### src/logic/memctrl_macros.svh
`ifndef MEMCTRL_MACROS_SVH
`define MEMCTRL_MACROS_SVH

`default_nettype none

// Number of cache SRAMs behind the engine
`define NUM_CACHES 2

// Word address width of each cache SRAM
`define CACHE_AW 10

// Words per block transfer, fixed per cache
`define LEN_CACHE0 64
`define LEN_CACHE1 128

// Turnaround after the header on a read from external memory,
// counted in cycles before the output enable drops
`define EXT_WAIT 3

`default_nettype wire

`endif

### src/logic/memCtrlPkg.sv
`default_nettype none

package memCtrlPkg;

    // Transfer commands
    typedef enum logic [1:0] {
        MEMC_NONE         = 2'd0,
        MEMC_CACHE_TO_EXT = 2'd1,
        MEMC_EXT_TO_CACHE = 2'd2
    } memCmd;

    // One word on the external bus.
    // The first word of a transfer is a header, all later words are data
    typedef union packed {
        struct packed {
            logic        isWrite;
            logic        cacheId;
            logic [29:0] extAddr;
        } header;
        logic [31:0] raw;
    } extWord;

endpackage

`default_nettype wire

### src/logic/cacheStream.sv
`timescale 1ns/1ps
`include "memctrl_macros.svh"
`default_nettype none

module cacheStream (
    input  wire                                   clk,
    input  wire                                   rst,
    input  wire                                   start,
    input  wire                                   isWrite,
    input  wire  [$clog2(`NUM_CACHES)-1:0]        cacheSel,
    input  wire  [`CACHE_AW-1:0]                  len,
    input  wire  [`CACHE_AW-1:0]                  baseAddr,
    input  wire                                   finish,
    input  wire                                   rxBeat,
    input  wire  [31:0]                           rxData,
    output logic [`NUM_CACHES-1:0]                cacheCe,
    output logic [`NUM_CACHES-1:0]                cacheWe,
    output logic [`NUM_CACHES-1:0][`CACHE_AW-1:0] cacheAddr,
    output logic [`NUM_CACHES-1:0][31:0]          cacheWdata,
    output logic                                  rdValid,
    output logic [31:0]                           rdData,
    input  wire  [`NUM_CACHES-1:0][31:0]          cacheRdata
);

    logic                           active;
    logic [$clog2(`NUM_CACHES)-1:0] selQ;
    logic                           ceQ;
    logic                           weQ;
    logic [`CACHE_AW-1:0]           addrQ;
    logic [`CACHE_AW-1:0]           nextAddr;
    logic [31:0]                    wdataQ;
    logic [`CACHE_AW-1:0]           issued;

    // Only the selected cache sees strobes
    always_comb begin
        for (int i = 0; i < `NUM_CACHES; i++) begin
            cacheCe[i]    = ceQ && (selQ == i);
            cacheWe[i]    = weQ && (selQ == i);
            cacheAddr[i]  = addrQ;
            cacheWdata[i] = wdataQ;
        end
    end

    // SRAM output is valid one cycle after a read strobe
    assign rdData = cacheRdata[selQ];

    always_ff @(posedge clk) begin
        if (rst) begin
            active  <= 1'b0;
            selQ    <= '0;
            ceQ     <= 1'b0;
            weQ     <= 1'b0;
            issued  <= '0;
            rdValid <= 1'b0;
        end else begin
            rdValid <= ceQ && !weQ;
            if (start) begin
                active <= 1'b1;
                selQ   <= cacheSel;
                weQ    <= 1'b0;
                addrQ  <= baseAddr;
                if (isWrite) begin
                    // First read goes out right away
                    ceQ      <= 1'b1;
                    nextAddr <= baseAddr + 1'b1;
                    issued   <= `CACHE_AW'(1);
                end else begin
                    ceQ      <= 1'b0;
                    nextAddr <= baseAddr;
                    issued   <= '0;
                end
            end else if (active && isWrite) begin
                if (issued < len) begin
                    ceQ      <= 1'b1;
                    addrQ    <= nextAddr;
                    nextAddr <= nextAddr + 1'b1;
                    issued   <= issued + 1'b1;
                end else begin
                    ceQ <= 1'b0;
                end
            end else if (active && rxBeat) begin
                ceQ      <= 1'b1;
                weQ      <= 1'b1;
                addrQ    <= nextAddr;
                nextAddr <= nextAddr + 1'b1;
                wdataQ   <= rxData;
            end else begin
                ceQ <= 1'b0;
                weQ <= 1'b0;
            end
            if (finish) begin
                active <= 1'b0;
            end
        end
    end

endmodule

`default_nettype wire

### src/logic/extBusPort.sv
`timescale 1ns/1ps
`include "memctrl_macros.svh"
`default_nettype none

module extBusPort (
    input  wire                            clk,
    input  wire                            rst,
    input  wire                            start,
    input  wire                            isWrite,
    input  wire  [$clog2(`NUM_CACHES)-1:0] cacheSel,
    input  wire  [29:0]                    extAddr,
    input  wire                            finish,
    input  wire                            rdValid,
    input  wire  [31:0]                    rdData,
    output logic                           extEn,
    output logic                           extOen,
    output logic [31:0]                    extBusOut,
    output logic                           rxBeat,
    output logic [31:0]                    rxData,
    input  wire  [31:0]                    extBusIn
);

    localparam logic [2:0] PIdle  = 3'd0;
    localparam logic [2:0] PWait  = 3'd1;
    localparam logic [2:0] PRecv  = 3'd2;
    localparam logic [2:0] PSend  = 3'd3;
    localparam logic [2:0] PClose = 3'd4;

    localparam int WaitW = $clog2(`EXT_WAIT + 1);

    logic [2:0]          state;
    logic [WaitW-1:0]    waitCnt;
    memCtrlPkg::extWord  header;

    always_comb begin
        header.header.isWrite = isWrite;
        header.header.cacheId = cacheSel;
        header.header.extAddr = extAddr;
    end

    // Memory drives one word per cycle while the output enable is low
    assign rxBeat = extEn && !extOen;
    assign rxData = extBusIn;

    always_ff @(posedge clk) begin
        if (rst) begin
            state     <= PIdle;
            waitCnt   <= '0;
            extEn     <= 1'b0;
            extOen    <= 1'b1;
            extBusOut <= '0;
        end else begin
            case (state)
                PIdle: begin
                    if (start) begin
                        extEn     <= 1'b1;
                        extOen    <= 1'b1;
                        extBusOut <= header.raw;
                        waitCnt   <= WaitW'(`EXT_WAIT);
                        state     <= isWrite ? PSend : PWait;
                    end
                end
                // Turnaround before the memory takes the bus
                PWait: begin
                    if (waitCnt == '0) begin
                        extOen <= 1'b0;
                        state  <= PRecv;
                    end else begin
                        waitCnt <= waitCnt - 1'b1;
                    end
                end
                PRecv: begin
                    if (finish) begin
                        extOen <= 1'b1;
                        state  <= PClose;
                    end
                end
                // Header stays up until the first data word replaces it
                PSend: begin
                    if (rdValid) begin
                        extBusOut <= rdData;
                    end
                    if (finish) begin
                        state <= PClose;
                    end
                end
                PClose: begin
                    extEn     <= 1'b0;
                    extBusOut <= '0;
                    state     <= PIdle;
                end
                default: begin
                    state <= PIdle;
                end
            endcase
        end
    end

endmodule

`default_nettype wire

### src/logic/transferCtrl.sv
`timescale 1ns/1ps
`include "memctrl_macros.svh"
`default_nettype none

module transferCtrl (
    input  wire                            clk,
    input  wire                            rst,
    input  wire  memCtrlPkg::memCmd        cmd,
    input  wire  [$clog2(`NUM_CACHES)-1:0] cmdCache,
    input  wire  [`CACHE_AW-1:0]           cmdSramAddr,
    input  wire  [29:0]                    cmdExtAddr,
    output logic                           busy,
    output logic [7:0]                     progress,
    output logic [$clog2(`NUM_CACHES)-1:0] statCache,
    output logic [`NUM_CACHES-1:0]         cacheUsed,
    output logic                           start,
    output logic                           isWrite,
    output logic [$clog2(`NUM_CACHES)-1:0] cacheSel,
    output logic [`CACHE_AW-1:0]           len,
    output logic [`CACHE_AW-1:0]           baseAddr,
    output logic [29:0]                    extAddr,
    output logic                           finish,
    input  wire                            rxBeat,
    input  wire                            rdValid
);

    localparam logic [1:0] SIdle = 2'd0;
    localparam logic [1:0] SRun  = 2'd1;
    localparam logic [1:0] SDone = 2'd2;

    localparam logic [`CACHE_AW-1:0] Len0 = `LEN_CACHE0;
    localparam logic [`CACHE_AW-1:0] Len1 = `LEN_CACHE1;

    logic [1:0]           state;
    logic                 isWriteQ;
    logic [`CACHE_AW-1:0] lenQ;
    logic [`CACHE_AW-1:0] beatCnt;
    logic                 cmdIsWrite;
    logic [`CACHE_AW-1:0] cmdLen;
    logic                 beat;

    assign cmdIsWrite = (cmd == memCtrlPkg::MEMC_CACHE_TO_EXT);
    assign cmdLen     = (cmdCache == '0) ? Len0 : Len1;

    assign busy  = (state != SIdle);
    assign start = !busy && (cmd != memCtrlPkg::MEMC_NONE);

    // Engines see the command in the accept cycle, held values after it
    assign isWrite  = start ? cmdIsWrite : isWriteQ;
    assign cacheSel = start ? cmdCache : statCache;
    assign len      = start ? cmdLen : lenQ;
    assign baseAddr = cmdSramAddr;
    assign extAddr  = cmdExtAddr;

    // Writes count realigned SRAM words, reads count bus beats
    assign beat   = isWriteQ ? rdValid : rxBeat;
    assign finish = (state == SRun) && beat && (beatCnt == lenQ - 1'b1);

    always_ff @(posedge clk) begin
        if (rst) begin
            state     <= SIdle;
            statCache <= '0;
            cacheUsed <= '0;
            progress  <= '0;
            beatCnt   <= '0;
        end else begin
            case (state)
                SIdle: begin
                    if (start) begin
                        state               <= SRun;
                        isWriteQ            <= cmdIsWrite;
                        lenQ                <= cmdLen;
                        statCache           <= cmdCache;
                        cacheUsed           <= '0;
                        cacheUsed[cmdCache] <= 1'b1;
                        beatCnt             <= '0;
                        progress            <= '0;
                    end
                end
                SRun: begin
                    if (beat) begin
                        beatCnt <= beatCnt + 1'b1;
                        if (!isWriteQ) begin
                            progress <= progress + 1'b1;
                        end
                    end
                    if (finish) begin
                        state <= SDone;
                    end
                end
                // One closing cycle while the bus port drops its enables
                SDone: begin
                    state     <= SIdle;
                    cacheUsed <= '0;
                    progress  <= '0;
                end
                default: begin
                    state <= SIdle;
                end
            endcase
        end
    end

endmodule

`default_nettype wire

### src/logic/memSubsystem.sv
`timescale 1ns/1ps
`include "memctrl_macros.svh"
`default_nettype none

module memSubsystem (
    input  wire                                   clk,
    input  wire                                   rst,
    input  wire  memCtrlPkg::memCmd               cmd,
    input  wire  [$clog2(`NUM_CACHES)-1:0]        cmdCache,
    input  wire  [`CACHE_AW-1:0]                  cmdSramAddr,
    input  wire  [29:0]                           cmdExtAddr,
    output logic                                  busy,
    output logic [7:0]                            progress,
    output logic [$clog2(`NUM_CACHES)-1:0]        statCache,
    output logic [`NUM_CACHES-1:0]                cacheUsed,
    output logic [`NUM_CACHES-1:0]                cacheCe,
    output logic [`NUM_CACHES-1:0]                cacheWe,
    output logic [`NUM_CACHES-1:0][`CACHE_AW-1:0] cacheAddr,
    output logic [`NUM_CACHES-1:0][31:0]          cacheWdata,
    input  wire  [`NUM_CACHES-1:0][31:0]          cacheRdata,
    output logic                                  extEn,
    output logic                                  extOen,
    output logic [31:0]                           extBusOut,
    input  wire  [31:0]                           extBusIn
);

    logic                           start;
    logic                           isWrite;
    logic [$clog2(`NUM_CACHES)-1:0] cacheSel;
    logic [`CACHE_AW-1:0]           len;
    logic [`CACHE_AW-1:0]           baseAddr;
    logic [29:0]                    extAddr;
    logic                           finish;
    logic                           rxBeat;
    logic [31:0]                    rxData;
    logic                           rdValid;
    logic [31:0]                    rdData;

    transferCtrl transferCtrl_inst (
        .clk         (clk),
        .rst         (rst),
        .cmd         (cmd),
        .cmdCache    (cmdCache),
        .cmdSramAddr (cmdSramAddr),
        .cmdExtAddr  (cmdExtAddr),
        .busy        (busy),
        .progress    (progress),
        .statCache   (statCache),
        .cacheUsed   (cacheUsed),
        .start       (start),
        .isWrite     (isWrite),
        .cacheSel    (cacheSel),
        .len         (len),
        .baseAddr    (baseAddr),
        .extAddr     (extAddr),
        .finish      (finish),
        .rxBeat      (rxBeat),
        .rdValid     (rdValid)
    );

    // SRAM side
    cacheStream cacheStream_inst (
        .clk        (clk),
        .rst        (rst),
        .start      (start),
        .isWrite    (isWrite),
        .cacheSel   (cacheSel),
        .len        (len),
        .baseAddr   (baseAddr),
        .finish     (finish),
        .rxBeat     (rxBeat),
        .rxData     (rxData),
        .cacheCe    (cacheCe),
        .cacheWe    (cacheWe),
        .cacheAddr  (cacheAddr),
        .cacheWdata (cacheWdata),
        .rdValid    (rdValid),
        .rdData     (rdData),
        .cacheRdata (cacheRdata)
    );

    // External bus side
    extBusPort extBusPort_inst (
        .clk       (clk),
        .rst       (rst),
        .start     (start),
        .isWrite   (isWrite),
        .cacheSel  (cacheSel),
        .extAddr   (extAddr),
        .finish    (finish),
        .rdValid   (rdValid),
        .rdData    (rdData),
        .extEn     (extEn),
        .extOen    (extOen),
        .extBusOut (extBusOut),
        .rxBeat    (rxBeat),
        .rxData    (rxData),
        .extBusIn  (extBusIn)
    );

endmodule

`default_nettype wire

### config.mk
export PLATFORM = sky130hd
export DESIGN_NAME = memSubsystem
export DESIGN_NICKNAME = d
export VERILOG_FILES = /design/src/logic/memCtrlPkg.sv /design/src/logic/cacheStream.sv /design/src/logic/extBusPort.sv /design/src/logic/transferCtrl.sv /design/src/logic/memSubsystem.sv
export VERILOG_INCLUDE_DIRS = /design/src /design/src/logic
export SDC_FILE = /design/constraint.sdc
export NUM_CORES = 1
export LEC_CHECK = 0
export BUFFER_PORTS_ARGS = -buffer_cell sky130_fd_sc_hd__buf_4
export CAP_MARGIN = 20
export CELL_PAD_IN_SITES_DETAIL_PLACEMENT = 1
export CELL_PAD_IN_SITES_GLOBAL_PLACEMENT = 2
export CORE_MARGIN = 3
export CORE_UTILIZATION = 34
export DETAILED_ROUTE_END_ITERATION = 10
export GPL_TIMING_DRIVEN = 1
export PLACE_DENSITY = 0.94
export SLEW_MARGIN = 30
export SYNTH_ARGS = -nofsm -noshare
export SYNTH_HDL_FRONTEND = slang
export SYNTH_HIERARCHICAL = 1
export SYNTH_SLANG_ARGS = --single-unit
### constraint.sdc
create_clock -name clk -period 12.4 [get_ports clk]
set_input_delay 2.48 -clock clk [delete_from_list [all_inputs] [get_ports clk]]
set_output_delay 2.48 -clock clk [all_outputs]
set_load 0.1 [all_outputs]
# [Yosys cells after proc, flatten, opt, wreduce, memory -nomap -nowiden]
# Cells that the tools add are included.
[op_classes] eq_ne=19 n_reduce_logical=47 shifts=0 n_div=0 n_mux=54 add_sub_neg=7 mul=0 order_cmp=4 n_bitwise=4
[ops] operator="$mux 10" n=15
[ops] operator="$mux 32" n=4
[ops] operator="$pmux 32 s3" n=1
[ops] operator="$add 10x1->10 const B" n=4
[ops] operator="$mux 8" n=4
[ops] operator="$pmux 8 s3" n=1
[ops] operator="$pmux 10 s2" n=1
[ops] operator="$reduce_bool 2->1" n=8
[ops] operator="$reduce_and 3->1" n=5
[ops] operator="$logic_and 1x1->1" n=12
[ops] operator="$mux 1" n=12
[ops] operator="$mux 2" n=6
[ops] operator="$pmux 2 s2" n=3
[ops] operator="$reduce_and 2->1" n=6
[ops] operator="$reduce_and 4->1" n=3
[ops] operator="$reduce_bool 3->1" n=4
[ops] operator="$eq 10x10->1" n=1
[ops] operator="$lt 10x10->1" n=1
[ops] operator="$ne 2x1->1 const B" n=5
[ops] operator="$ne 2x2->1 const B" n=5
[ops] operator="$sub 10x1->10 const B" n=1
[ops] operator="$mux 3" n=3
[ops] operator="$pmux 3 s3" n=1
[ops] operator="$add 8x1->8 const B" n=1
[ops] operator="other kinds (17)" n=28
[totals] ram_bits=0 elab_cells=156 mem_bits_ro=0 in_bits=141 reg_bits=140 out_inout_bits=134 latch_bits=0 memories=0

# [Logic depth before layout (Yosys ltp)]
[logic_depth] depth_word=8 mapped_depth=14 ltp_nobuf=12

# [Hierarchy]
# Netlist, hierarchy kept.
[modules_own_cells] mod="cacheStream" n_inst=1 cells_per_inst=320 seq_area_each_um2=1861.8 area_each_um2=3818.7
[modules_own_cells] mod="extBusPort" n_inst=1 cells_per_inst=272 seq_area_each_um2=780.7 area_each_um2=2655.0
[modules_own_cells] mod="transferCtrl" n_inst=1 cells_per_inst=253 seq_area_each_um2=790.8 area_each_um2=2153.3

# [Worst setup path after synthesis]
# Ideal clock, no wire load.
[synth_path] path_kind="input to register" startpoint="input port cmd[0]" endpoint="register cacheStream_inst.addrQ[0], enable pin" setup_time_ns=0.404 slack_ns=6.710 path_stages=11 arrival_ns=5.287 n_path_buf=1 cell_sequence="or2_2 -> nand2_1 -> clkbuf_1 -> and2_2 -> inv_1 -> ha_1 -> a21oi_1 -> a211o_1 -> and4b_1 -> nand2_1 -> a21oi_1"
[synth_between] elab_chain_cells=6
[synth_lines] item="start, declared" line_no="memSubsystem.sv:8" source="input wire memCtrlPkg::memCmd cmd,"
[synth_lines] item="$reduce_bool 2->1" line_no="transferCtrl.sv:46" source="assign start = !busy && (cmd != memCtrlPkg::MEMC_NONE);"
[synth_lines] item="$logic_and 1x1->1" line_no="transferCtrl.sv:46"
[synth_lines] item="$mux 10" line_no="transferCtrl.sv:51" source="assign len = start ? cmdLen : lenQ;"
[synth_lines] item="named net len[4]" line_no="memSubsystem.sv:30" source="logic [`CACHE_AW-1:0] len;"
[synth_lines] item="$lt 10x10->1" line_no="cacheStream.sv:73" source="if (issued < len) begin"
[synth_lines] item="$ne 3x3->1 (no line)"
[synth_lines] item="$reduce_and 3->1 (no line)"
[synth_lines] item="end signal, assigned" line_no="cacheStream.sv:61" source="addrQ <= baseAddr;"
[synth_lines] item="end signal, assigned" line_no="cacheStream.sv:75" source="addrQ <= nextAddr;"
[synth_lines] item="end signal, assigned" line_no="cacheStream.sv:84" source="addrQ <= nextAddr;"
[synth_lines] item="end, declared" line_no="cacheStream.sv:29" source="logic [`CACHE_AW-1:0] addrQ;"
# The timed path passes the listed nets, and every way through them passes these cells.
# A chain may end at the register's enable or synchronous reset.

# [Final worst setup path]
[layout_path] startpoint="input port cmd[0]" endpoint="register cacheStream_inst.addrQ[3], enable pin"
[layout_between] elab_chain_cells=6
[layout_lines] item="$reduce_bool 2->1" line_no="transferCtrl.sv:46"
[layout_lines] item="$logic_and 1x1->1" line_no="transferCtrl.sv:46"
[layout_lines] item="named net start" line_no="memSubsystem.sv:27" source="logic start;"
[layout_lines] item="$mux 10" line_no="transferCtrl.sv:51"
[layout_lines] item="named net len[5]" line_no="memSubsystem.sv:30"
[layout_lines] item="$lt 10x10->1" line_no="cacheStream.sv:73"
[layout_lines] item="$ne 3x3->1 (no line)"
[layout_lines] item="$reduce_and 3->1 (no line)"
# The timed path passes the listed nets, and every way through them passes these cells.

==> impl_metrics.ini <==
[status]
status = finished clean

[floorplan]
die_area_mm2 = 0.0273
fp.dieH_um = 165
rows = 57
coreArea_mm2 = 0.0246
initial_utilization = 0.351
design.portCount = 275
dieWidth_um = 165

[sta]
worst_pin_slew_ns = 0.826
finalSetupTns_ns = 0
layout_min_cycle_time_ns = 5.57
skew_ns = 0.0174
max_freq_mhz = 180
hold_viol = 0
rsz0062_at_grt = no
max_slew_margin = 0.449
setup_ws_ns = 6.83
slew_violations = 0
setup_viol = 0
fin_crit_sh = 0.449

[clocking]
cts_tree = done
cts_resized = 0
postCtsSetupBuffers = 0
cts_inserted_buffers = 17
cts_buffer_depth = 2
clk_pin_slew_worst_paths_ns = 0.07
clock-sinks = 140
clk_latency_ns = 0.42
htreeDepth = 4
ctsHoldBuffers = 0
root_buffer = clkbuf_16

[route]
wirelength_um = 24500
drc = 0
routed_via_density = 5.28
drt_iter0_drc = 315
wire_per_inst_um = 18.6
num_vias = 6944
antenna_left = 0
firstDrtPassIters = 4

[layout]
fin_nets = 1135
regArea_mm2 = 0.00343
area_growth_pct = 23.3
multiInputGateArea_mm2 = 0.00401
fillers = 2803
drive_gt1_frac = 0.414
finish.utilization = 0.432
diodes = 0

[yosys]
yosys.area.top_type = edfxtp_1
synthTopCellsByCount = 115 x buf_4, 77 x dfxtp_1, 63 x edfxtp_1, 49 x nor2_1, 42 x mux2_2
syn-cell-area_mm2 = 0.00863
syn-instance-count = 845
synthFlopType = dfxtp_1
synth_compound_area_frac = 0.209
yosysSeqAreaShare = 0.398
synthAdderAreaFrac = 0.0232
synth_seq_cells = 140
synth_fp_nets = 1002
synth_area_per_cell_um2 = 10.2
synth.area.mux_share = 0.0641
yosys-top-cells-area = edfxtp_1 22%, dfxtp_1 18%, buf_4 10%
synth_top_area_frac = 0.219
synth-xor-area-share = 0.0406
synth_top_family_by_area = compound AO/OA/AOI/OAI gates
async_flop_share = 0
synth_most_common_cell = buf_4
ys_types = 70
yosys.area_share.simple = 0.123
synth_edf_count = 63
yosys_warnings = 6

[placement]
io_buffers = 274
gp_congestion = 0.796
dpl.hpwl_um = 17800
dp_slack_ns = 6.45

[global_routing]
grt_antenna_before_repair = 0
grt_util_all_layers = 0.175
grt_max_degree = 66
grt_overflow = 0
grt_pass1_wl_um = 38200
grt_pass1_vias = 7228

[min_path]
min_from = extBusPort_inst/waitCnt[0]
hold_class = flop to flop
whs_path_depth = 1
min_to = extBusPort_inst/waitCnt[0]

[power]
p_leak_uw = 0.00428
powerDensity_mw_per_mm2 = 172
ir_drop_mv = 0.0864

[worst_setup_path]
timing.rr.start = transferCtrl_inst/state[0]
cp.arrival_ns = 5.62
critPathKind = input port to flop
cp-start-kind = input port
worst-path-max-fanout = 49
timing.rr.end = cacheStream_inst/addrQ[3]
r2r_cells = 11
worst_setup_path_end_kind = flop
reg2reg_slack_ns = 8.57
crit_required_ns = 12.45

[job]
max_cap_viol_count = 0
==> power breakdown <==
group	internal, uW	total (uW)	leakage, uW	switching, uW
Clock	267	494	0.000274	227
Sequential	549	607	0.00121	57.9
Combinational	201	728	0.00280	527
==> routing by layer <==
metal	vias to the layer above	wire length [um]	global-route usage
met2	207	12800	0.310
met5	-	0	0
met1	3411	9950	0.206
li1	3307	-	-
met3	19	1510	0.0494
met4	0	280	0.0473
==> registers in the layout, summed over array words and instances (netlist names) <==
| name | count |
|---|---|
| cacheStream_inst/active | 1 |
| cacheStream_inst/addrQ | 10 |
| cacheStream_inst/ceQ | 1 |
| cacheStream_inst/issued | 10 |
| cacheStream_inst/nextAddr | 10 |
| cacheStream_inst/rdValid | 1 |
| cacheStream_inst/selQ | 1 |
| cacheStream_inst/wdataQ | 32 |
| cacheStream_inst/weQ | 1 |
| extBusPort_inst/extBusOut | 32 |
| extBusPort_inst/extEn | 1 |
| extBusPort_inst/extOen | 1 |
| extBusPort_inst/state | 3 |
| extBusPort_inst/waitCnt | 2 |
| transferCtrl_inst/beatCnt | 10 |
| transferCtrl_inst/cacheUsed | 2 |
| transferCtrl_inst/isWriteQ | 1 |
| transferCtrl_inst/lenQ | 10 |
| transferCtrl_inst/progress | 8 |
| transferCtrl_inst/statCache | 1 |
| transferCtrl_inst/state | 2 |
==> placed cells by master, fill, tap and decap left out, types with 3 or more instances in the layout <==
master,count
a211o_1,3
a211oi_1,5
a21boi_0,30
a21oi_1,32
and2_1,7
and3_1,13
and4_1,4
buf_4,282
clkbuf_16,17
dfxtp_1,76
edfxtp_1,63
ha_1,16
inv_1,28
inv_6,8
inv_8,4
mux2_2,42
mux2i_1,8
nand2_1,35
nand2b_1,4
nand3_1,16
nand3b_1,3
nand4_1,7
nor2_1,47
nor2b_1,11
nor3_1,6
nor4_1,6
nor4b_1,3
o2111ai_1,32
o21ai_0,13
o22ai_1,32
o31ai_1,6
o41ai_2,30
or3_1,5
or4_1,5
xnor2_1,26
xor2_1,14
==> worst max-delay path by stage <==
stage                                end  depth (start not counted)   start  slack [ns]
6_report       cacheStream_inst/addrQ[3]                         12  cmd[0]        6.83
5_1_grt        cacheStream_inst/addrQ[3]                         12  cmd[0]        6.54
4_1_cts        cacheStream_inst/addrQ[2]                         12  cmd[0]        6.90
3_5_place_dp   cacheStream_inst/addrQ[4]                         12  cmd[0]        6.45
3_3_place_gp   cacheStream_inst/addrQ[0]                         12  cmd[0]        6.29
2_1_floorplan  cacheStream_inst/addrQ[0]                         11  cmd[0]        6.71
==> cell families (layout without fill, tap and decap cells) <==
kind of cell	Yosys count	count (layout)
buf+inv	197	343
flops	140	140
xor+xnor	40	40
mux	50	50
compound gates	210	210
simple gates	192	192
fa+ha+maj	16	16
==> final cells by class <==
type | instances | share of cell area
multi-input combinational | 508 | 0.377
timing repair buffer | 282 | 0.199
tap | 324 | 0.0381
sequential | 140 | 0.323
clock buffer | 17 | 0.0400
clock inverter | 15 | 0.0131
inverter | 29 | 0.0102
==> metrics by stage <==
stage / total power, uW / hold slack (ns) / cells / area, um2
global placement: 1330 / 0.454 / 1283 / 10000
CTS: 1850 / 0.474 / 1315 / 10600
detailed placement: 1340 / 0.462 / 1283 / 10100
global route: 1920 / 0.512 / 1315 / 10600
finish: 1830 / 0.470 / 1315 / 10600
floorplan: 1190 / 0.427 / 845 / 8630
==> critical path: stages <==
cell and delay (ns):
buf_4 0.12, or2_2 0.33, nand2_1 0.31, inv_1 0.10, buf_4 0.31, nor2_1 0.23, inv_1 0.08, ha_1 0.31
a41oi_1 0.37, o31a_2 0.20, nand2_1 0.17, a21oi_4 0.60
(Power assumes the default switching activity.)
